[config.mk]
export PLATFORM = sky130hd
export DESIGN_NAME = execute
export DESIGN_NICKNAME = d
export VERILOG_FILES = /design/src/verilog/cpu_pkg.sv /design/src/verilog/execute.sv
export SDC_FILE = /design/constraint.sdc
export NUM_CORES = 1
export LEC_CHECK = 0
export ABC_CLOCK_PERIOD_IN_PS = 5100
export BUFFER_PORTS_ARGS = -buffer_cell sky130_fd_sc_hd__buf_2
export CORE_UTILIZATION = 39
export DETAILED_ROUTE_END_ITERATION = 10
export GPL_TIMING_DRIVEN = 0
export PLACE_DENSITY = 0.66
export SLEW_MARGIN = 0
export SYNTH_ARGS = -nofsm -noshare
export SYNTH_HDL_FRONTEND = slang
export SYNTH_SLANG_ARGS = --single-unit
[constraint.sdc]
create_clock -name vclk -period 5.1
set_input_delay 0.51 -clock vclk [all_inputs]
set_output_delay 0.51 -clock vclk [all_outputs]
set_load 0.01 [all_outputs]
[src/verilog/cpu_pkg.sv]
package cpu_pkg;

    localparam int XLEN        = 32;
    localparam int REG_ADDR_W  = 5;
    localparam int DRAM_WORDS  = 256;
    localparam int DRAM_ADDR_W = $clog2(DRAM_WORDS);  // Word index into data_ram

    typedef logic [XLEN-1:0]       data_t;
    typedef logic [REG_ADDR_W-1:0] reg_addr_t;

    localparam data_t RESET_PC = '0;

    // Major opcodes of the supported subset
    typedef enum logic [6:0] {
        OP_REG    = 7'b0110011,
        OP_IMM    = 7'b0010011,
        OP_LUI    = 7'b0110111,
        OP_LOAD   = 7'b0000011,
        OP_STORE  = 7'b0100011,
        OP_BRANCH = 7'b1100011
    } opcode_e;

    typedef enum logic [2:0] {
        ALU_ADD,
        ALU_SUB,
        ALU_AND,
        ALU_OR,
        ALU_XOR,
        ALU_SLT,
        ALU_PASS_B  // lui
    } alu_op_e;

    typedef struct packed {
        logic  valid;
        data_t pc;
        data_t instr;
    } fetch_t;

    typedef struct packed {
        logic      valid;
        data_t     pc;
        alu_op_e   alu_op;
        data_t     rs1_value;
        data_t     rs2_value;
        data_t     imm;
        logic      use_imm;    // Operand B from imm instead of rs2
        reg_addr_t rd;
        logic      reg_write;
        logic      mem_read;
        logic      mem_write;
        logic      branch;     // beq
    } decode_t;

    typedef struct packed {
        logic      valid;
        data_t     result;      // ALU result or memory address
        data_t     store_data;
        reg_addr_t rd;
        logic      reg_write;
        logic      mem_read;
        logic      mem_write;
    } exmem_t;

    // One retired register write
    typedef struct packed {
        logic      valid;
        reg_addr_t rd;
        data_t     value;
    } commit_t;

    typedef struct packed {
        logic  cyc;
        logic  stb;
        logic  we;
        data_t adr;
        data_t dat;
    } wb_req_t;

    typedef struct packed {
        logic  ack;
        data_t dat;
    } wb_rsp_t;

endpackage
[src/verilog/execute.sv]
`timescale 1ns/100ps

module execute (
    input  cpu_pkg::decode_t in_entry,
    output cpu_pkg::exmem_t  out_entry,
    output logic             redirect,
    output cpu_pkg::data_t   branch_target
);
    import cpu_pkg::*;

    data_t operand_a;
    data_t operand_b;
    data_t alu_result;
    logic  less;

    assign operand_a = in_entry.rs1_value;
    assign operand_b = in_entry.use_imm ? in_entry.imm : in_entry.rs2_value;
    assign less      = $signed(operand_a) < $signed(operand_b);

    always_comb begin
        case (in_entry.alu_op)
            ALU_ADD:    alu_result = operand_a + operand_b;  // Also lw/sw address
            ALU_SUB:    alu_result = operand_a - operand_b;
            ALU_AND:    alu_result = operand_a & operand_b;
            ALU_OR:     alu_result = operand_a | operand_b;
            ALU_XOR:    alu_result = operand_a ^ operand_b;
            ALU_SLT:    alu_result = {{(XLEN-1){1'b0}}, less};
            ALU_PASS_B: alu_result = operand_b;
            default:    alu_result = '0;
        endcase
    end

    // beq compares the raw register values
    assign redirect = in_entry.valid && in_entry.branch &&
                      (in_entry.rs1_value == in_entry.rs2_value);
    assign branch_target = in_entry.pc + in_entry.imm;

    always_comb begin
        out_entry.valid      = in_entry.valid;
        out_entry.result     = alu_result;
        out_entry.store_data = in_entry.rs2_value;
        out_entry.rd         = in_entry.rd;
        out_entry.reg_write  = in_entry.reg_write;
        out_entry.mem_read   = in_entry.mem_read;
        out_entry.mem_write  = in_entry.mem_write;
    end

endmodule

==> flow_summary.toml, run 1 <==
[run_status]
outcome = "finished, final reports clean"

[place]
place.gp.congestion = 0.966
portBuffers = 239
preCtsSetupSlack_ns = -1.45
dp_hpwl_mm = 30.5

[critical_path]
worst-setup-path-type = "in -> out"
worstPathArrival_ns = 4.55
cp.required_ns = 4.59
crit_path_start_kind = "primary input"
cp_cell_sequence = "clkbuf_2, buf_6, clkbuf_8, mux2i_1, ha_1, buf_2, nor4_1, o31ai_2, and2_1, o41ai_4, a311oi_4, o31ai_2, a221oi_1, o21ai_1, buf_2"
cp_slowest_cell = "nor4_1"
max_stage_delay_ns = 0.58
endpoint_kind = "output pin"
critPathMaxFanout = 10
critPathLaunch = "in_entry[9]"

[job]
cap_violations = 0

[power_and_ir_drop]
power.share.switching_pct = 61.8
combPwrFrac_pct = 100.0
clock_power_share_pct = 0
p_leak_nw = 4.90
p_switching_w = 0.000894
irDropWorstVdd_v = 0.0000702
seqPwrFrac_pct = 0
pwr_density_cell_mw_per_mm2 = 144
p_int_w = 0.000553

[synthesis]
yosys_warnings = 0
yosys.area.top_type = "ha_1"
ys_types = 74
synthTopCellsByArea = "ha_1 (22%), a21oi_1 (7.7%), nor2_1 (5.2%)"
syn_nets = 1513
syn_area_mm2 = 0.00826
synthCells = 1221
avgSynthCellArea_um2 = 6.76
synth.most_common_cell = "ha_1"
yosysTopAreaCellShare_pct = 22.3
yosysSeqAreaShare_pct = 0
synth_common_cells = "ha_1 (147), a21oi_1 (127), nor2_1 (114)"

[detailed_routing]
ant_nets = 0
wire_per_inst_um = 21.2
drc_errors = 0
first_pass_iters = 7
wl_mm = 36.7
vias = 10300
via_per_inst = 5.99
drt_iter0_markers = 1005

[die]
ios = 248
die-area_mm2 = 0.0218
initial_core_util_pct = 40.3
die_h_um = 148
rows = 52
die_w_um = 148
core_mm2 = 0.0205

[grt]
antenna_found_initial = 0
grt_max_degree = 11
grt_pass1_vias = 9556
grt_usage_pct = 32.2
grt_pass1_wl_mm = 54.6
grt_overflow = 0

[min_path]
min_to = "out_entry[2]"
worstHoldPathCells = 2
hp-start = "in_entry[3]"
min-delay-path-class = "in -> out"

[sta]
fin_crit_ns = 5.06
fmax_mhz = 198
fin_tns_setup_ns = 0
period_share_pct = 99.2
setup_viol = 0
timing.slew.headroom_pct = 30.5
final-hold-violation-count = 0
drv_slew = 0
rsz0062_at_grt = "yes"
tightest_slew_ns = 1.04
worst_slack_ns = 0.0421

[finish]
n_sequential_cell = 0
regArea_um2 = 0
syn_to_final_growth_pct = 22.0
nClkBuffers = 0
nNetsFinal = 1751
drive_gt1_share_pct = 23.5

[clocking]
ctsHoldBuffers = 0
## cells by family (layout without fill, tap and decap cells)
family | count (synthesis) | in the layout | share of synthesized area, %
AO/OA/AOI/OAI | 430 | 430 | 34.9
AND/OR/NAND/NOR | 309 | 309 | 17.4
buffers and inverters | 216 | 452 | 11.9
adder cells (fa/ha/maj) | 150 | 150 | 23.0
XOR/XNOR | 78 | 78 | 8.27
multiplexers | 38 | 38 | 4.62
other | 0 | 1 | 0
## power by group through the flow
stage | Combinational, W | Sequential, W | Clock, W
floorplan | 0.000892 | 0 | 0
finish | 0.00145 | 0 | 0.0000000000263
global route | 0.00156 | 0 | 0
detailed placement | 0.00136 | 0 | 0
global placement | 0.00135 | 0 | 0
CTS | 0.00140 | 0 | 0
## worst max path at each step
| stage | to | slack, ns | cells after the start |
|---|---|---|---|
| final | out_entry[71] | 0.04 | 15 |
| after global routing | out_entry[64] | -0.04 | 16 |
| after CTS | out_entry[64] | 0.06 | 16 |
| after detailed placement | out_entry[65] | -1.45 | 16 |
| after global placement | out_entry[70] | -1.44 | 15 |
| after floorplan | out_entry[71] | 0.21 | 14 |
## critical path, delay by kind of cell
family | cells | cell delay [ns]
AO/OA/AOI/OAI | 6 | 1.50
adder cells (fa/ha/maj) | 1 | 0.29
buffers and inverters | 5 | 1.04
AND/OR/NAND/NOR | 2 | 0.81
multiplexers | 1 | 0.35
## per-stage QoR
stage	instances	hold WS (ns)	instance area [um^2]	total power (W)	util [%]
after floorplan	1221	1.11	8260	0.000892	-
after global placement	1730	1.20	9790	0.00135	47.8
after detailed placement	1730	1.20	9790	0.00136	47.8
after CTS	1730	1.20	9980	0.00140	48.7
after global routing	1727	1.21	10100	0.00156	49.1
final	1728	1.20	10100	0.00145	49.1
## repair_timing
item,CTS,global route
pin swaps,1,0
gates resized for setup,42,20
cloned,0,0
setup buffers,0,0
endpoints found under the setup margin,25,15
## metal layers
metal | track usage, % | part of all wire (%) | vias to the layer above
li1 | - | - | 4873
met1 | 41.8 | 41 | 4789
met2 | 53.4 | 45 | 586
met3 | 4.07 | 9.3 | 97
met4 | 13.6 | 4.9 | 0
met5 | 0 | 0 | -
## cell usage in the layout, fill, tap and decap left out, types with 25 or more instances in the layout
cell / synthesis / final
a21o_1: 30 / 30
a21oi_1: 127 / 127
buf_2: 4 / 243
buf_4: 42 / 42
clkbuf_1: 52 / 44
ha_1: 147 / 147
inv_1: 112 / 112
mux2i_1: 37 / 25
nand2_1: 69 / 69
nor2_1: 114 / 114
nor3_1: 35 / 34
o21ai_0: 68 / 64
xnor2_1: 43 / 43
xor2_1: 35 / 35
## layout make-up
cell class | count | area [um^2]
Buffer | 100 | 577
Antenna cell | 1 | 2.50
Timing Repair Buffer | 239 | 1200
Tap cell | 270 | 338
Inverter | 113 | 424
Fill cell | 2163 | 10400
Multi-Input combinational cell | 1005 | 7530
No activity file was read; power rests on OpenSTA's default activity.
==> run 2, diff against run 1 <==
- ABC_CLOCK_PERIOD_IN_PS: 5100 -> 6550
- PLACE_DENSITY: 0.66 -> 0.63
- clock period: 5.1 -> 6.55 ns (I/O delays scaled with it)
==> run 2 against run 1 <==
Effect of this change:
- wire length shrank 0.43%
- critical path depth grew 1
- clock-buffer cell count is the same
- global-route usage shrank 0.28 points
- cell count grew 0.12%
- sequential cell count is the same
- combinational power shrank 25%
- non-clock buffer count grew 3
- power shrank 25%
- critical path type unchanged
- largest power group unchanged
==> flow_summary.toml, run 2 (synthesized netlist as in run 1, its figures left out) <==
[critical_path]
crit_family = "compound AO/OA/AOI/OAI gates"
max_stage_delay_ns = 0.73
critPathLaunch = "in_entry[9]"
critPathMaxFanout = 10
endpoint_kind = "output pin"
crit_path_start_kind = "primary input"
cp_cell_sequence = "clkbuf_1, buf_2, clkbuf_2, mux2i_1, ha_1, buf_2, and4_1, a221o_1, a31oi_1, o21ai_0, a211oi_1, o21a_1, o21ai_0, o2111a_1, nor2_1, buf_2"
cp.required_ns = 5.89
path_depth = 16
worst-setup-path-type = "in -> out"
crit_end = "out_entry[70]"
cp_slowest_cell = "a211oi_1"
path_buf_inv = 5
crit_path_frequent_cell = "buf_2"
worstPathArrival_ns = 5.65

[sta]
setup_viol = 0
fin_crit_ns = 6.30
fmax_mhz = 159
hold_slack_ns = 1.49
tightest_slew_ns = 1.03
timing.slew.headroom_pct = 31.1
final-hold-violation-count = 0
drv_slew = 0
period_share_pct = 96.2
worst_slack_ns = 0.249

[die]
die_w_um = 148
die-area_mm2 = 0.0218
rows = 52
die_h_um = 148
initial_core_util_pct = 40.3
core_mm2 = 0.0205
ios = 248

[detailed_routing]
drt_iter0_markers = 887
drc_errors = 0
vias = 10300
wire_per_inst_um = 21.1
ant_nets = 0
wl_mm = 36.5
first_pass_iters = 5
via_per_inst = 5.96

[finish]
final_common_cell = "buf_2"
regArea_um2 = 0
nClkBuffers = 0
drive_gt1_share_pct = 21.2
final_cell_mix = "buf_2 (244), ha_1 (147), a21oi_1 (127), nor2_1 (114), inv_1 (112)"
n_sequential_cell = 0
final_core_util_pct = 47.8
nNetsFinal = 1754
syn_to_final_growth_pct = 18.7
diodes = 0

[place]
portBuffers = 239
dp_hpwl_mm = 30.4
preCtsSetupSlack_ns = -0.262
place.gp.congestion = 0.974

[clocking]
ctsHoldBuffers = 0

[power_and_ir_drop]
pwr_density_cell_mw_per_mm2 = 111
irDropWorstVdd_v = 0.0000557
p_leak_nw = 4.85
power.total_w = 0.00109

[grt]
grt_overflow = 0
grt_usage_pct = 31.9
grt_pass1_vias = 9403
antenna_found_initial = 0
grt_pass1_wl_mm = 53.9
grt_max_degree = 11

[run_status]
outcome = "finished, final reports clean"

[job]
cap_violations = 0

[min_path]
min-delay-path-class = "in -> out"
## run 2: what timing repair did
item | in CTS | in global routing
setup endpoints to repair | 13 | 16
resized for setup | 2 | 6
setup buffers | 0 | 0
## run 2: cell type report
type	count	area [um^2]
well taps	270	338
plain buffers	103	561
repair buffers	239	1200
fillers	2184	10700
multi-input cells	1005	7280
inverters	113	424
## run 2: layer usage
metal	global-route usage (%)	vias up	share of wire (%)
met5	0	-	0
met4	13.8	0	4.7
met3	2.16	85	7.9
met2	52.8	546	45
met1	42.5	4801	42
li1	-	4878	-
## run 2: power by group
part	total [W]	internal, W	switching [W]
Sequential	0	0	0
Combinational	0.00109	0.000413	0.000673
Clock	0	0	0
## run 2: metrics by stage
| step | cells | setup TNS [ns] | area (um^2) |
|---|---|---|---|
| 2_1_floorplan | 1221 | 0 | 8260 |
| 3_3_place_gp | 1730 | -1.59 | 9790 |
| 3_5_place_dp | 1730 | -1.31 | 9790 |
| 4_1_cts | 1730 | 0 | 9790 |
| 5_1_grt | 1730 | -0.00513 | 9800 |
| 6_report | 1730 | 0 | 9800 |
## run 2: how the worst min path moves through the flow
stage / from / endpoint / cells after the start
floorplan: in_entry[1] / out_entry[0] / 1
global placement: in_entry[8] / out_entry[7] / 2
detailed placement: in_entry[6] / out_entry[5] / 2
CTS: in_entry[3] / out_entry[2] / 2
global route: in_entry[2] / out_entry[1] / 2
finish: in_entry[3] / out_entry[2] / 2
==> run 3, diff against run 2 <==
- CORE_UTILIZATION: 39 -> 55
- PLACE_DENSITY: 0.63 -> 0.84
- SLEW_MARGIN: 0 -> 20
==> run 3 against run 2 <==
Effect of this change:
- critical path depth fell by 1
- maximum frequency rose by 0.18%
- wire length is 5.5% lower
- sequential cell count did not move
- cell count shrank 5.0%
- power down 0.44%
- combinational power about the same
- first-iteration DRC count up 19%
- global-route usage up 10 points
- design area is 1.0% lower
- clock-buffer cell count unchanged
- sequential share of layout area unchanged
- critical path type unchanged
- largest power group unchanged
==> flow_summary.toml, run 3 (synthesized netlist as in run 1, its figures left out) <==
[run_status]
outcome = "finished, final reports clean"

[detailed_routing]
drc_errors = 0
via_per_inst = 6.38
drt_iter0_markers = 1055
ant_nets = 0
wl_mm = 34.5
wire_per_inst_um = 21.0
vias = 10500
first_pass_iters = 6

[grt]
grt_max_degree = 11
grt_pass1_vias = 9602
antenna_found_initial = 0
grt_usage_pct = 42.0
grt_overflow = 0
grt_pass1_wl_mm = 51.9

[place]
dp_cells = 1644
place.gp.congestion = 1.01
dp_hpwl_mm = 28.6
portBuffers = 239

[sta]
tightest_slew_ns = 1.06
drv_slew = 0
fin_crit_ns = 6.29
fmax_mhz = 159
rsz0062_at_grt = "no"
setup_viol = 0
timing.slew.headroom_pct = 29.6
period_share_pct = 96.0
final-hold-violation-count = 0

[critical_path]
cp.required_ns = 5.89
crit_path_start_kind = "primary input"
endpoint_kind = "output pin"
worst-setup-path-type = "in -> out"
critPathMaxFanout = 10
worstPathArrival_ns = 5.63

[power_and_ir_drop]
irDropWorstVdd_v = 0.0000648
pwr_density_cell_mw_per_mm2 = 111
p_leak_nw = 4.85

[finish]
syn_to_final_growth_pct = 17.4
stdcell_count = 1644
diodes = 0
drive_gt1_share_pct = 21.3
nClkBuffers = 0
regArea_um2 = 0
final_cell_mix = "buf_2 (244), ha_1 (147), a21oi_1 (127), nor2_1 (114), inv_1 (112)"
nNetsFinal = 1754
final_core_util_pct = 66.5
final_common_cell = "buf_2"
n_sequential_cell = 0

[die]
ios = 248
core_mm2 = 0.0146
rows = 44
die-area_mm2 = 0.0155
initial_core_util_pct = 56.6
die_h_um = 125
die_w_um = 125

[clocking]
post_cts_buffers = 0
ctsHoldBuffers = 0

[min_path]
min-delay-path-class = "in -> out"

[job]
cap_violations = 0
-- run 3: cell types whose count changed in the layout (fill, tap and decap cells not counted) --
cell      before  now
a211oi_1      10    9
a211oi_2       0    1
-- run 3: cell type report --
class,instances,area [um^2]
buffer,103,561
tap,184,230
multi-input combinational,1005,7280
fill,1385,4890
inverter,113,424
timing repair buffer,239,1200
-- run 3: layer usage --
layer / vias up / wire length [um] / GRT usage (%)
met5: - / 0 / 0
met4: 0 / 2170 / 23.9
met3: 120 / 3420 / 6.53
met2: 659 / 15300 / 68.4
met1: 4846 / 13600 / 52.3
li1: 4868 / - / -
-- run 3: final timing paths --
| path | start | to | slack, ns | depth (start not counted) |
|---|---|---|---|---|
| worst max-delay path | in_entry[9] | out_entry[69] | 0.26 | 15 |
| worst min-delay path | in_entry[8] | out_entry[7] | 1.49 | 2 |
-- run 3: critical path, cell delays in order --
cell	delay, ns
clkbuf_1	0.30
buf_2	0.44
clkbuf_2	0.44
mux2i_1	0.51
ha_1	0.25
clkbuf_1	0.42
nand2_1	0.09
o21ai_0	0.30
o21ba_2	0.25
o31ai_1	0.63
a41oi_1	0.38
o31ai_1	0.46
mux2i_1	0.25
nand3b_1	0.12
buf_2	0.13
-- run 3: what timing repair did --
| item | 4_1_cts | 5_1_grt |
|---|---|---|
| endpoints found under the setup margin | 9 | 15 |
| cloned | 0 | 0 |
| resized for setup | 1 | 9 |
-- run 3: through the flow --
stage | power [W] | TNS, ns | setup slack [ns] | hold WS (ns) | area [um^2]
finish | 0.00108 | 0 | 0.260 | 1.49 | 9700
global placement | 0.00103 | -0.189 | -0.119 | 1.49 | 9680
CTS | 0.00105 | 0 | 0.0705 | 1.50 | 9680
detailed placement | 0.00104 | -0.606 | -0.221 | 1.49 | 9680
global route | 0.00116 | 0 | 0.128 | 1.50 | 9700
floorplan | 0.000694 | 0 | 1.37 | 1.40 | 8260
-- run 3: power breakdown --
part | leakage (nW) | switching [W] | total (W) | internal, W
Combinational | 4.85 | 0.000668 | 0.00108 | 0.000413
Sequential | 0 | 0 | 0 | 0
Clock | 0 | 0 | 0 | 0
Total | 4.85 | 0.000668 | 0.00108 | 0.000413
