[src/verilog/cpu_pkg.sv]
package cpu_pkg;

    localparam int XLEN        = 32;
    localparam int REG_ADDR_W  = 5;
    localparam int DRAM_WORDS  = 256;
    localparam int DRAM_ADDR_W = $clog2(DRAM_WORDS);  // Word index into data_ram

    typedef logic [XLEN-1:0]       data_t;
    typedef logic [REG_ADDR_W-1:0] reg_addr_t;

    localparam data_t RESET_PC = '0;

    // Major opcodes of the supported subset
    typedef enum logic [6:0] {
        OP_REG    = 7'b0110011,
        OP_IMM    = 7'b0010011,
        OP_LUI    = 7'b0110111,
        OP_LOAD   = 7'b0000011,
        OP_STORE  = 7'b0100011,
        OP_BRANCH = 7'b1100011
    } opcode_e;

    typedef enum logic [2:0] {
        ALU_ADD,
        ALU_SUB,
        ALU_AND,
        ALU_OR,
        ALU_XOR,
        ALU_SLT,
        ALU_PASS_B  // lui
    } alu_op_e;

    typedef struct packed {
        logic  valid;
        data_t pc;
        data_t instr;
    } fetch_t;

    typedef struct packed {
        logic      valid;
        data_t     pc;
        alu_op_e   alu_op;
        data_t     rs1_value;
        data_t     rs2_value;
        data_t     imm;
        logic      use_imm;    // Operand B from imm instead of rs2
        reg_addr_t rd;
        logic      reg_write;
        logic      mem_read;
        logic      mem_write;
        logic      branch;     // beq
    } decode_t;

    typedef struct packed {
        logic      valid;
        data_t     result;      // ALU result or memory address
        data_t     store_data;
        reg_addr_t rd;
        logic      reg_write;
        logic      mem_read;
        logic      mem_write;
    } exmem_t;

    // One retired register write
    typedef struct packed {
        logic      valid;
        reg_addr_t rd;
        data_t     value;
    } commit_t;

    typedef struct packed {
        logic  cyc;
        logic  stb;
        logic  we;
        data_t adr;
        data_t dat;
    } wb_req_t;

    typedef struct packed {
        logic  ack;
        data_t dat;
    } wb_rsp_t;

endpackage
[src/verilog/fetch.sv]
`timescale 1ns/100ps

module fetch (
    input  logic            clock,
    input  logic            rst,
    input  logic            enable,
    input  logic            stall,
    input  logic            redirect,
    input  cpu_pkg::data_t  branch_target,
    output cpu_pkg::data_t  imem_addr,
    input  cpu_pkg::data_t  imem_data,
    output cpu_pkg::fetch_t fetched
);
    import cpu_pkg::*;

    data_t pc_q;

    always_ff @(posedge clock) begin
        if (rst) begin
            pc_q <= RESET_PC;
        end else if (enable) begin
            // Taken beq wins over a decode stall
            if (redirect) begin
                pc_q <= branch_target;
            end else if (!stall) begin
                pc_q <= pc_q + data_t'(4);
            end
        end
    end

    assign imem_addr = pc_q;  // ROM answers in the same cycle

    always_comb begin
        fetched.valid = 1'b1;
        fetched.pc    = pc_q;
        fetched.instr = imem_data;
    end

endmodule

[config.mk]
export PLATFORM = sky130hd
export DESIGN_NAME = fetch
export DESIGN_NICKNAME = d
export VERILOG_FILES = /design/src/verilog/cpu_pkg.sv /design/src/verilog/fetch.sv
export SDC_FILE = /design/constraint.sdc
export NUM_CORES = 1
export LEC_CHECK = 0
export ABC_AREA = 1
export BUFFER_PORTS_ARGS = -buffer_cell sky130_fd_sc_hd__buf_4
export CAP_MARGIN = 20
export CORE_MARGIN = 2
export CORE_UTILIZATION = 41
export DETAILED_ROUTE_END_ITERATION = 7
export PLACE_DENSITY = 0.85
export SLEW_MARGIN = 0
export SYNTH_ARGS = -nofsm -noshare
export SYNTH_HDL_FRONTEND = slang
export SYNTH_SLANG_ARGS = --single-unit
export TNS_END_PERCENT = 10
[constraint.sdc]
create_clock -name clock -period 4 [get_ports clock]
set_input_delay 0.2 -clock clock [delete_from_list [all_inputs] [get_ports clock]]
set_output_delay 0.2 -clock clock [all_outputs]
set_load 0.05 [all_outputs]
==> results of run 1 <==
-- area by class of cell --
cell class              instances  area, um2
inverters                      26       97.6
fillers                       670       3320
clock inverters                 1       5.00
well taps                      77       96.3
flip-flops and latches         32        641
multi-input cells             312       1470
repair buffers                101        758
clock buffers                   6       72.6
-- cell usage after synthesis, drive strengths merged --
cell    count  share of area
nand2     127           0.18
nor2       77           0.13
buf        71           0.19
nand3      34          0.061
dfxtp      32           0.23
a21oi      31          0.056
inv        26          0.035
o21ai      10          0.018
clkbuf      9          0.012
a211oi      7          0.019
nor3        7          0.013
nand3b      6          0.016
and2        3         0.0068
o211ai      2         0.0054
o221ai      2         0.0063
a31oi       1         0.0023
conb        1         0.0014
ha          1         0.0045
nand4       1         0.0023
nor4        1         0.0045
o21bai      1         0.0027
-- power groups by stage --
stage,Sequential [mW],Clock (mW),Combinational [mW]
after global placement,0.379,0,0.324
after floorplan,0.441,0,0.271
after detailed placement,0.380,0,0.327
final,0.373,0.239,0.326
after global routing,0.378,0.255,0.348
after CTS,0.373,0.242,0.328
-- metrics by stage --
| step | utilization | instance area, um2 |
|---|---|---|
| after CTS | 0.486 | 3140 |
| final | 0.486 | 3140 |
| after global placement | 0.474 | 3060 |
| after detailed placement | 0.474 | 3060 |
| after global routing | 0.486 | 3140 |
| after floorplan | - | 2770 |
-- worst min path at each step --
stage / to / slack, ns / cells after the start
6_report: imem_addr[1]$_SDFFE_PP0P_ / 0.14 / 3
5_1_grt: imem_addr[1]$_SDFFE_PP0P_ / 0.16 / 3
4_1_cts: imem_addr[1]$_SDFFE_PP0P_ / 0.13 / 3
3_5_place_dp: fetched[11] / 0.40 / 0
3_3_place_gp: fetched[11] / 0.40 / 0
2_1_floorplan: imem_addr[0]$_SDFFE_PP0P_ / 0.33 / 2
-- worst register-to-register path, stage by stage (launching register included) --
cell,delay [ns]
dfxtp_1,0.45
ha_1,0.27
nand2_1,0.11
nor2_4,0.17
nand2_1,0.14
nor2_4,0.19
nand3_1,0.09
nand2_1,0.08
nand2_1,0.05
nand2_1,0.08
a21oi_1,0.05
-- cells by family (layout without fill, tap and decap cells) --
group	after synthesis	count (layout)	share of synthesized area
adder cells (fa/ha/maj)	1	1	0.00451
flip-flops	32	32	0.231
buffers and inverters	106	134	0.240
other	1	1	0.00135
AND/OR/NAND/NOR	256	256	0.414
AO/OA/AOI/OAI	54	54	0.110
-- per-layer routing --
metal / up-vias / part of all wire
met5: - / 0
met4: 0 / 0.023
met3: 21 / 0.085
met2: 136 / 0.47
met1: 1265 / 0.43
li1: 1440 / -
==> metrics.md, run 1 <==
| Metric | Value |
|---|---|
| Slew @ Worst Pin | `0.632 ns` |
| Crit path arrival time | `1.97 ns` |
| Final WS setup | `2.20 ns` |
| Routed WL per cell | `13.1 um` |
| Antenna diodes | `0` |
| Comb pwr share | `0.348` |
| Met1 Track Usage GR | `0.259` |
| Mapped cell area | `2770 um2` |
| Fmax | `556 MHz` |
| RSZ-0062 raised after global routing | `false` |
| Final setup fails | `0` |
| Clock root buffer | `clkbuf_8` |
| CP max stage delay | `0.45 ns` |
| CP startpoint kind | `flop` |
| Rel. slew slack | `0.578` |
| Antenna-violating nets left | `0` |
| Antenna violations before repair | `0` |
| Final period utilization | `0.449` |
| Starting density of the core | `0.429` |
| Vias per inst | `5.16` |
| Worst r2r src | `imem_addr[2]$_SDFFE_PP0N_` |
| Layout Nets | `548` |
| Power Dens Cells | `299 nW/um2` |
| First-pass GRT wire length | `11,800 um` |
| Setup slack, reg-to-reg | `2.20 ns` |
| H-tree levels | `2` |
| Total Die Area | `7430 um2` |
| Clock Power Share | `0.254` |
| Fin Hold WS | `0.136 ns` |
| Leakage | `1.32 nW` |
| Mapped Nets | `520` |
| Core Area | `6460 um2` |
| Worst skew pair latency | `0.29 ns` |
| Pin count of the biggest net entering global routing | `40` |
| PortBufs | `100` |
| Buf+Inv Stages, Crit Path | `0` |
| CP delay by family, top | `simple AND/OR/NAND/NOR gates` |
| Hold-fix buffers, CTS | `0` |
| Total CTS buffers | `5` |
| Critical Path End Type | `flop` |
| CP Depth | `10` |
| Die Y | `86.2 um` |
| Total Power | `0.938 mW` |
| GR met2 Demand/Resource | `0.311` |
| Minimum clock period | `1.80 ns` |
| CTS Sinks | `32` |
| Crit-path slowest cell | `dfxtp_1` |
| Int Pwr | `0.560 mW` |
| Fin. Hold Viols | `0` |
| Crit-path max FO | `7` |
| Routed vias | `2,862` |
| Fin cells | `555` |
| Global route hottest layer | `met2` |
| Setup Skew | `0.00500 ns` |
| Reg2reg end | `imem_addr[20]$_SDFFE_PP0N_` |
| Pre-CTS WS | `1.99 ns` |
| IO Count | `166` |
| All-Layer GR Usage | `0.195` |
| Detailed placer's ending HPWL | `5450 um` |
| Gr ovfl total | `0` |
| VDD IR max | `0.121 mV` |
| Largest register FFs | `32` |
| Commonest non-fill, non-tap cells in the layout | `117 x nand2_1, 101 x buf_4, 66 x nor2_1` |
| Synth unique cells | `28` |
| Final WL | `7270 um` |
| Layout cell share with drive strength beyond 1 | `0.278` |
| # DRC | `0` |
| Syn_area_per_cell | `6.16 um2` |
| Die W | `86.2 um` |
| Data required, critical path | `4.18 ns` |
| GR Util met3 | `0.0352` |
| Crit path top cell by count | `nand2_1` |
| Synth Warn # | `0` |
| 1st-iter DRT viols | `172` |
| Sequential-to-total area share from yosys stat | `0.231` |
| Pins over their slew limit | `0` |
| Status | `complete, no violations` |
| Cell depth of the worst flop-to-flop path | `10` |
| Setup TNS | `0 ns` |
| Hold Crit Start | `branch_target[1]` |
| Crit. Startpoint | `imem_addr[2]$_SDFFE_PP0N_` |
| Setup CP Type | `flop to flop` |
| Sequential power share | `0.397` |
| #FFs+latches synth | `32` |
| Drt first pass iters | `5` |
| CP endpoint | `imem_addr[20]$_SDFFE_PP0N_` |
| CTS tree | `done` |
| Row cnt | `29` |
| Vias in the first global route | `2,557` |
| Sw frac | `0.403` |
| Post-CTS Setup Inserts | `0` |
| Placed insts | `548` |
| NetSw | `0.378 mW` |
| Area growth, synth to finish | `13.2%` |
| CTS clk-pin slew, worst paths | `0.07 ns` |
| CTS Buffer Depth | `2` |
| Post-CTS sizing | `0` |
| Leading cell type in the layout, fill and taps excluded | `nand2_1` |
| RD Place Congestion | `0.919` |
| Crit-path cells | `ha_1, nand2_1, nor2_4, nand2_1, nor2_4, nand3_1, nand2_1, nand2_1, nand2_1, a21oi_1` |
| Max-cap check violation count | `0` |
| HP Class | `input port to flop` |
| Post-synthesis instance total | `450` |
Note: power is estimated with default switching activity, not from simulation.
==> run 2, diff against run 1 <==
==> constraint.sdc (replaced) <==
create_clock -name clock -period 1.8 [get_ports clock]
set_input_delay 0.09 -clock clock [delete_from_list [all_inputs] [get_ports clock]]
set_output_delay 0.09 -clock clock [all_outputs]
set_load 0.05 [all_outputs]
==> metrics.md, run 2 (same netlist as run 1, synthesis figures left out) <==
| Metric | Value |
|---|---|
| Status | `complete, no violations (unchanged)` |
| Commonest non-fill, non-tap cells in the layout | `117 x nand2_1, 104 x buf_4, 66 x nor2_1 (was 117 x nand2_1, 101 x buf_4, 66 x nor2_1)` |
| Die Y | `86.2 um (unchanged)` |
| Worst skew pair latency | `0.28 ns (was 0.29 ns)` |
| Int Pwr | `1.24 mW (was 0.560 mW)` |
| Largest register FFs | `32 (unchanged)` |
| Crit path arrival time | `1.76 ns (was 1.97 ns)` |
| Sequential power share | `0.401 (was 0.397)` |
| Placed insts | `551 (was 548)` |
| Setup Skew | `0.00236 ns (was 0.00500 ns)` |
| All-Layer GR Usage | `0.204 (was 0.195)` |
| Total Power | `2.07 mW (was 0.938 mW)` |
| Leading cell type in the layout, fill and taps excluded | `nand2_1 (unchanged)` |
| Crit. Startpoint | `imem_addr[2]$_SDFFE_PP0N_ (unchanged)` |
| VDD IR max | `0.286 mV (was 0.121 mV)` |
| Met1 Routed Length | `3180 um (was 3090 um)` |
| Pin count of the biggest net entering global routing | `40 (unchanged)` |
| WL met3 | `646 um (was 621 um)` |
| Die W | `86.2 um (unchanged)` |
| Final WL | `7620 um (was 7270 um)` |
| Crit-path max FO | `7 (unchanged)` |
| H-tree levels | `2 (unchanged)` |
| Antenna diodes | `0 (unchanged)` |
| IO Count | `166 (unchanged)` |
| Total CTS buffers | `5 (unchanged)` |
| Fin. Hold Viols | `0 (unchanged)` |
| Starting density of the core | `0.429 (unchanged)` |
| Total Die Area | `7430 um2 (unchanged)` |
| Post-layout util | `0.489 (was 0.486)` |
| Drt first pass iters | `5 (unchanged)` |
| Clock Power Share | `0.244 (was 0.254)` |
| RSZ-0062 raised after global routing | `false (unchanged)` |
| Hold Crit Start | `branch_target[1] (unchanged)` |
| Gr ovfl total | `0 (unchanged)` |
| Fin cells | `556 (was 555)` |
| Setup slack, reg-to-reg | `0.21 ns (was 2.20 ns)` |
| Final WS setup | `0.205 ns (was 2.20 ns)` |
| Final period utilization | `0.886 (was 0.449)` |
| Routed wl met2 | `3700 um (was 3390 um)` |
| Final setup fails | `0 (unchanged)` |
| Row cnt | `29 (unchanged)` |
| CTS Sinks | `32 (unchanged)` |
| Antenna violations before repair | `0 (unchanged)` |
| Clock root buffer | `clkbuf_8 (unchanged)` |
| Core Area | `6460 um2 (unchanged)` |
| Pins over their slew limit | `0 (unchanged)` |
| Setup CP Type | `flop to flop (unchanged)` |
| Critical Path End Type | `flop (unchanged)` |
| First-pass GRT wire length | `12,400 um (was 11,800 um)` |
| Vias per inst | `5.17 (was 5.16)` |
| # DRC | `0 (unchanged)` |
| Fmax | `627 MHz (was 556 MHz)` |
| HP Class | `input port to flop (unchanged)` |
| Setup TNS | `0 ns (unchanged)` |
| CTS clk-pin slew, worst paths | `0.06 ns (was 0.07 ns)` |
| Layout cell share with drive strength beyond 1 | `0.288 (was 0.278)` |
| Vias in the first global route | `2,616 (was 2,557)` |
| Layout Nets | `551 (was 548)` |
| Fin Hold WS | `0.0275 ns (was 0.136 ns)` |
| Post-CTS Setup Inserts | `0 (unchanged)` |
| Leakage | `1.33 nW (was 1.32 nW)` |
| Max-cap check violation count | `0 (unchanged)` |
| 1st-iter DRT viols | `215 (was 172)` |
| Data required, critical path | `1.97 ns (was 4.18 ns)` |
| PortBufs | `100 (unchanged)` |
| Pre-CTS WS | `0.208 ns (was 1.99 ns)` |
| Worst r2r src | `imem_addr[2]$_SDFFE_PP0N_ (unchanged)` |
| CTS Buffer Depth | `2 (unchanged)` |
| NetSw | `0.837 mW (was 0.378 mW)` |
| Routed WL per cell | `13.7 um (was 13.1 um)` |
| Hold-fix buffers, CTS | `0 (unchanged)` |
| Area growth, synth to finish | `13.9% (was 13.2%)` |
| Antenna-violating nets left | `0 (unchanged)` |
| Detailed placer's ending HPWL | `5720 um (was 5450 um)` |
| CTS tree | `done (unchanged)` |
| Placed instance area | `3080 um2 (was 3060 um2)` |
| Sw frac | `0.404 (was 0.403)` |
| DR top layer | `met4 (unchanged)` |
| Post-route cell area | `3160 um2 (was 3140 um2)` |
| Comb pwr share | `0.356 (was 0.348)` |
| CP startpoint kind | `flop (unchanged)` |
| RD Place Congestion | `0.926 (was 0.919)` |
| Power Dens Cells | `657 nW/um2 (was 299 nW/um2)` |
| Routed vias | `2,876 (was 2,862)` |
| Minimum clock period | `1.59 ns (was 1.80 ns)` |
[run 2: timing repair]
item,4_1_cts,5_1_grt
gates resized for setup,0,1
endpoints found under the setup margin,0,1
hold endpoints to repair,0,0
[run 2: metal layers]
| metal | global-route usage | vias to the layer above |
|---|---|---|
| li1 | - | 1434 |
| met1 | 0.264 | 1317 |
| met4 | 0.0682 | 0 |
| met3 | 0.0429 | 12 |
| met5 | 0 | - |
| met2 | 0.338 | 113 |
[run 2: cell type report]
| cell class | count | area (um2) |
|---|---|---|
| sequential | 32 | 643 |
| timing repair buffer | 104 | 781 |
| clock buffer | 5 | 68.8 |
| tap | 77 | 96.3 |
| inverter | 26 | 97.6 |
| multi-input combinational | 312 | 1470 |
| fill | 674 | 3300 |
[run 2: path summary, 6_finish.rpt]
kind | end | cells past startpoint
worst max register to register | imem_addr[24]$_SDFFE_PP0N_ | 10
worst max-delay path | imem_addr[24]$_SDFFE_PP0N_ | 10
worst min-delay path | imem_addr[1]$_SDFFE_PP0P_ | 3
worst min register to register | imem_addr[31]$_SDFFE_PP0N_ | 2
[run 2: power by group through the flow]
stage	Sequential, mW	Clock [mW]	Combinational, mW
6_report	0.831	0.505	0.738
2_1_floorplan	0.981	0	0.603
5_1_grt	0.841	0.532	0.782
4_1_cts	0.830	0.511	0.741
3_5_place_dp	0.846	0	0.739
3_3_place_gp	0.841	0	0.733
[run 2: critical path, stage by stage (launching register included)]
cell	delay, ns
dfxtp_2	0.38
ha_2	0.22
nand2_1	0.10
nor2_4	0.15
nand2_1	0.12
nor2_4	0.17
nand2_1	0.06
nand2_1	0.06
nand3_1	0.08
nand2_1	0.07
a21oi_1	0.05
==> run 3, diff against run 2 <==
--- a/config.mk
+++ b/config.mk
@@ -8,10 +8,12 @@
 export ABC_AREA = 1
 export BUFFER_PORTS_ARGS = -buffer_cell sky130_fd_sc_hd__buf_4
 export CAP_MARGIN = 20
+export CELL_PAD_IN_SITES_DETAIL_PLACEMENT = 0
+export CELL_PAD_IN_SITES_GLOBAL_PLACEMENT = 1
 export CORE_MARGIN = 2
-export CORE_UTILIZATION = 41
+export CORE_UTILIZATION = 28
 export DETAILED_ROUTE_END_ITERATION = 7
-export PLACE_DENSITY = 0.85
+export PLACE_DENSITY = 0.89
 export SLEW_MARGIN = 0
 export SYNTH_ARGS = -nofsm -noshare
 export SYNTH_HDL_FRONTEND = slang
==> metrics.md, run 3 (same netlist as run 1, synthesis figures left out) <==
| Metric | Value |
|---|---|
| Clock Power Share | `0.274 (was 0.244)` |
| Leakage | `1.35 nW (was 1.33 nW)` |
| Total Die Area | `10,700 um2 (was 7430 um2)` |
| Crit-path cells | `ha_1, nand2_1, nor2_4, nand2_1, nor2_4, nand3_1, nand2_1, nand2_1, nand2_1, a21oi_1 (was ha_2, nand2_1, nor2_4, nand2_1, nor2_4, nand2_1, nand2_1, nand3_1, nand2_1, a21oi_1)` |
| RD Place Congestion | `0.894 (was 0.926)` |
| Data required, critical path | `1.97 ns (about the same)` |
| NetSw | `0.867 mW (was 0.837 mW)` |
| CP max stage delay | `0.39 ns (was 0.38 ns)` |
| VDD IR max | `0.258 mV (was 0.286 mV)` |
| Crit-path max FO | `7 (unchanged)` |
| Fmax | `631 MHz (was 627 MHz)` |
| Gr ovfl total | `0 (unchanged)` |
| Fin cells | `615 (was 556)` |
| Max-cap check violation count | `0 (unchanged)` |
| Final setup fails | `0 (unchanged)` |
| H-tree levels | `2 (unchanged)` |
| Crit-path slowest cell | `dfxtp_2 (unchanged)` |
| Buf+Inv Stages, Crit Path | `0 (unchanged)` |
| Total CTS buffers | `5 (unchanged)` |
| Area growth, synth to finish | `18.0% (was 13.9%)` |
| Pre-CTS WS | `0.226 ns (was 0.208 ns)` |
| Pin count of the biggest net entering global routing | `40 (unchanged)` |
| HP Class | `input port to flop (unchanged)` |
| Setup CP Type | `flop to flop (unchanged)` |
| Starting density of the core | `0.286 (was 0.429)` |
| Core Area | `9680 um2 (was 6460 um2)` |
| Minimum clock period | `1.59 ns (about the same)` |
| Final WL | `8050 um (was 7620 um)` |
| Int Pwr | `1.31 mW (was 1.24 mW)` |
| # DRC | `0 (unchanged)` |
| Sequential power share | `0.383 (was 0.401)` |
| Antenna violations before repair | `0 (unchanged)` |
| RSZ-0062 raised after global routing | `false (unchanged)` |
| 1st-iter DRT viols | `162 (was 215)` |
| Antenna-violating nets left | `0 (unchanged)` |
| Layout cell share with drive strength beyond 1 | `0.286 (was 0.288)` |
| Hold-fix buffers, CTS | `0 (unchanged)` |
| Placed instance area | `3180 um2 (was 3080 um2)` |
| Final WS setup | `0.214 ns (was 0.205 ns)` |
| CP delay by family, top | `simple AND/OR/NAND/NOR gates (unchanged)` |
| Fin. Hold Viols | `0 (unchanged)` |
| Placed insts | `607 (was 551)` |
| Power Dens Cells | `665 nW/um2 (was 657 nW/um2)` |
| IO Count | `166 (unchanged)` |
| All-Layer GR Usage | `0.152 (was 0.204)` |
| Setup TNS | `0 ns (unchanged)` |
| Layout Nets | `551 (unchanged)` |
| Routed WL per cell | `13.1 um (was 13.7 um)` |
| Status | `complete, no violations (unchanged)` |
| Post-CTS Setup Inserts | `0 (unchanged)` |
| Die W | `103 um (was 86.2 um)` |
| Vias in the first global route | `2,599 (was 2,616)` |
| Antenna diodes | `0 (unchanged)` |
| PortBufs | `100 (unchanged)` |
| Post-route cell area | `3270 um2 (was 3160 um2)` |
| Crit path top cell by count | `nand2_1 (unchanged)` |
| First-pass GRT wire length | `12,700 um (was 12,400 um)` |
| Row cnt | `36 (was 29)` |
| Critical Path End Type | `flop (unchanged)` |
| Sw frac | `0.399 (was 0.404)` |
| CP startpoint kind | `flop (unchanged)` |
| Largest register FFs | `32 (unchanged)` |
| Final period utilization | `0.881 (was 0.886)` |
| Post-CTS sizing | `0 (unchanged)` |
| CTS tree | `done (unchanged)` |
| Vias per inst | `4.56 (was 5.17)` |
| CTS Sinks | `32 (unchanged)` |
| Setup Skew | `0.00413 ns (was 0.00236 ns)` |
| Commonest non-fill, non-tap cells in the layout | `117 x nand2_1, 102 x buf_4, 66 x nor2_1 (was 117 x nand2_1, 104 x buf_4, 66 x nor2_1)` |
| Post-layout util | `0.338 (was 0.489)` |
| Comb pwr share | `0.344 (was 0.356)` |
| Crit path arrival time | `1.75 ns (was 1.76 ns)` |
| Clock root buffer | `clkbuf_8 (unchanged)` |
| Worst skew pair latency | `0.29 ns (was 0.28 ns)` |
| Routed vias | `2,806 (was 2,876)` |
| Detailed placer's ending HPWL | `6080 um (was 5720 um)` |
| Leading cell type in the layout, fill and taps excluded | `nand2_1 (unchanged)` |
| Drt first pass iters | `4 (was 5)` |
| Die Y | `103 um (was 86.2 um)` |
| CTS clk-pin slew, worst paths | `0.07 ns (was 0.06 ns)` |
| CTS Buffer Depth | `2 (unchanged)` |
| Pins over their slew limit | `0 (unchanged)` |
[run 3: path summary, 6_finish.rpt]
kind	slack, ns	depth (start not counted)	end	from
min reg2reg	0.53	2	imem_addr[31]$_SDFFE_PP0N_	imem_addr[31]$_SDFFE_PP0N_
min	0.04	3	imem_addr[0]$_SDFFE_PP0P_	branch_target[0]
max	0.21	10	imem_addr[20]$_SDFFE_PP0N_	imem_addr[2]$_SDFFE_PP0N_
max reg2reg	0.21	10	imem_addr[20]$_SDFFE_PP0N_	imem_addr[2]$_SDFFE_PP0N_
[run 3: metrics by stage]
step / power, mW / hold slack [ns]
finish: 2.17 / 0.0421
global route: 2.29 / 0.0393
CTS: 2.19 / 0.0409
detailed placement: 1.60 / 0.180
global placement: 1.59 / 0.180
floorplan: 1.58 / 0.225
[run 3: power groups by stage]
stage	combinational [mW]	sequential [mW]	clock [mW]
floorplan	0.603	0.981	0
global placement	0.749	0.844	0
detailed placement	0.750	0.848	0
CTS	0.752	0.832	0.610
global route	0.799	0.842	0.646
finish	0.747	0.831	0.595
[run 3: final cells by class]
| type | instances | area [um2] |
|---|---|---|
| well taps | 133 | 166 |
| multi-input cells | 312 | 1470 |
| flip-flops and latches | 32 | 643 |
| fillers | 1070 | 6410 |
| repair buffers | 104 | 806 |
| inverters | 26 | 97.6 |
| clock buffers | 8 | 90.1 |
[run 3: metal layers]
layer	share of wire	track usage	wire length [um]
met1	0.47	0.208	3810
met2	0.45	0.242	3640
met3	0.059	0.0249	473
met4	0.016	0.0536	127
met5	0	0	0
[run 3: tightest hold or removal path: cells and delay by family]
kind	cells	cell delay, ns
buffers and inverters	1	0.08
AND/OR/NAND/NOR	2	0.12
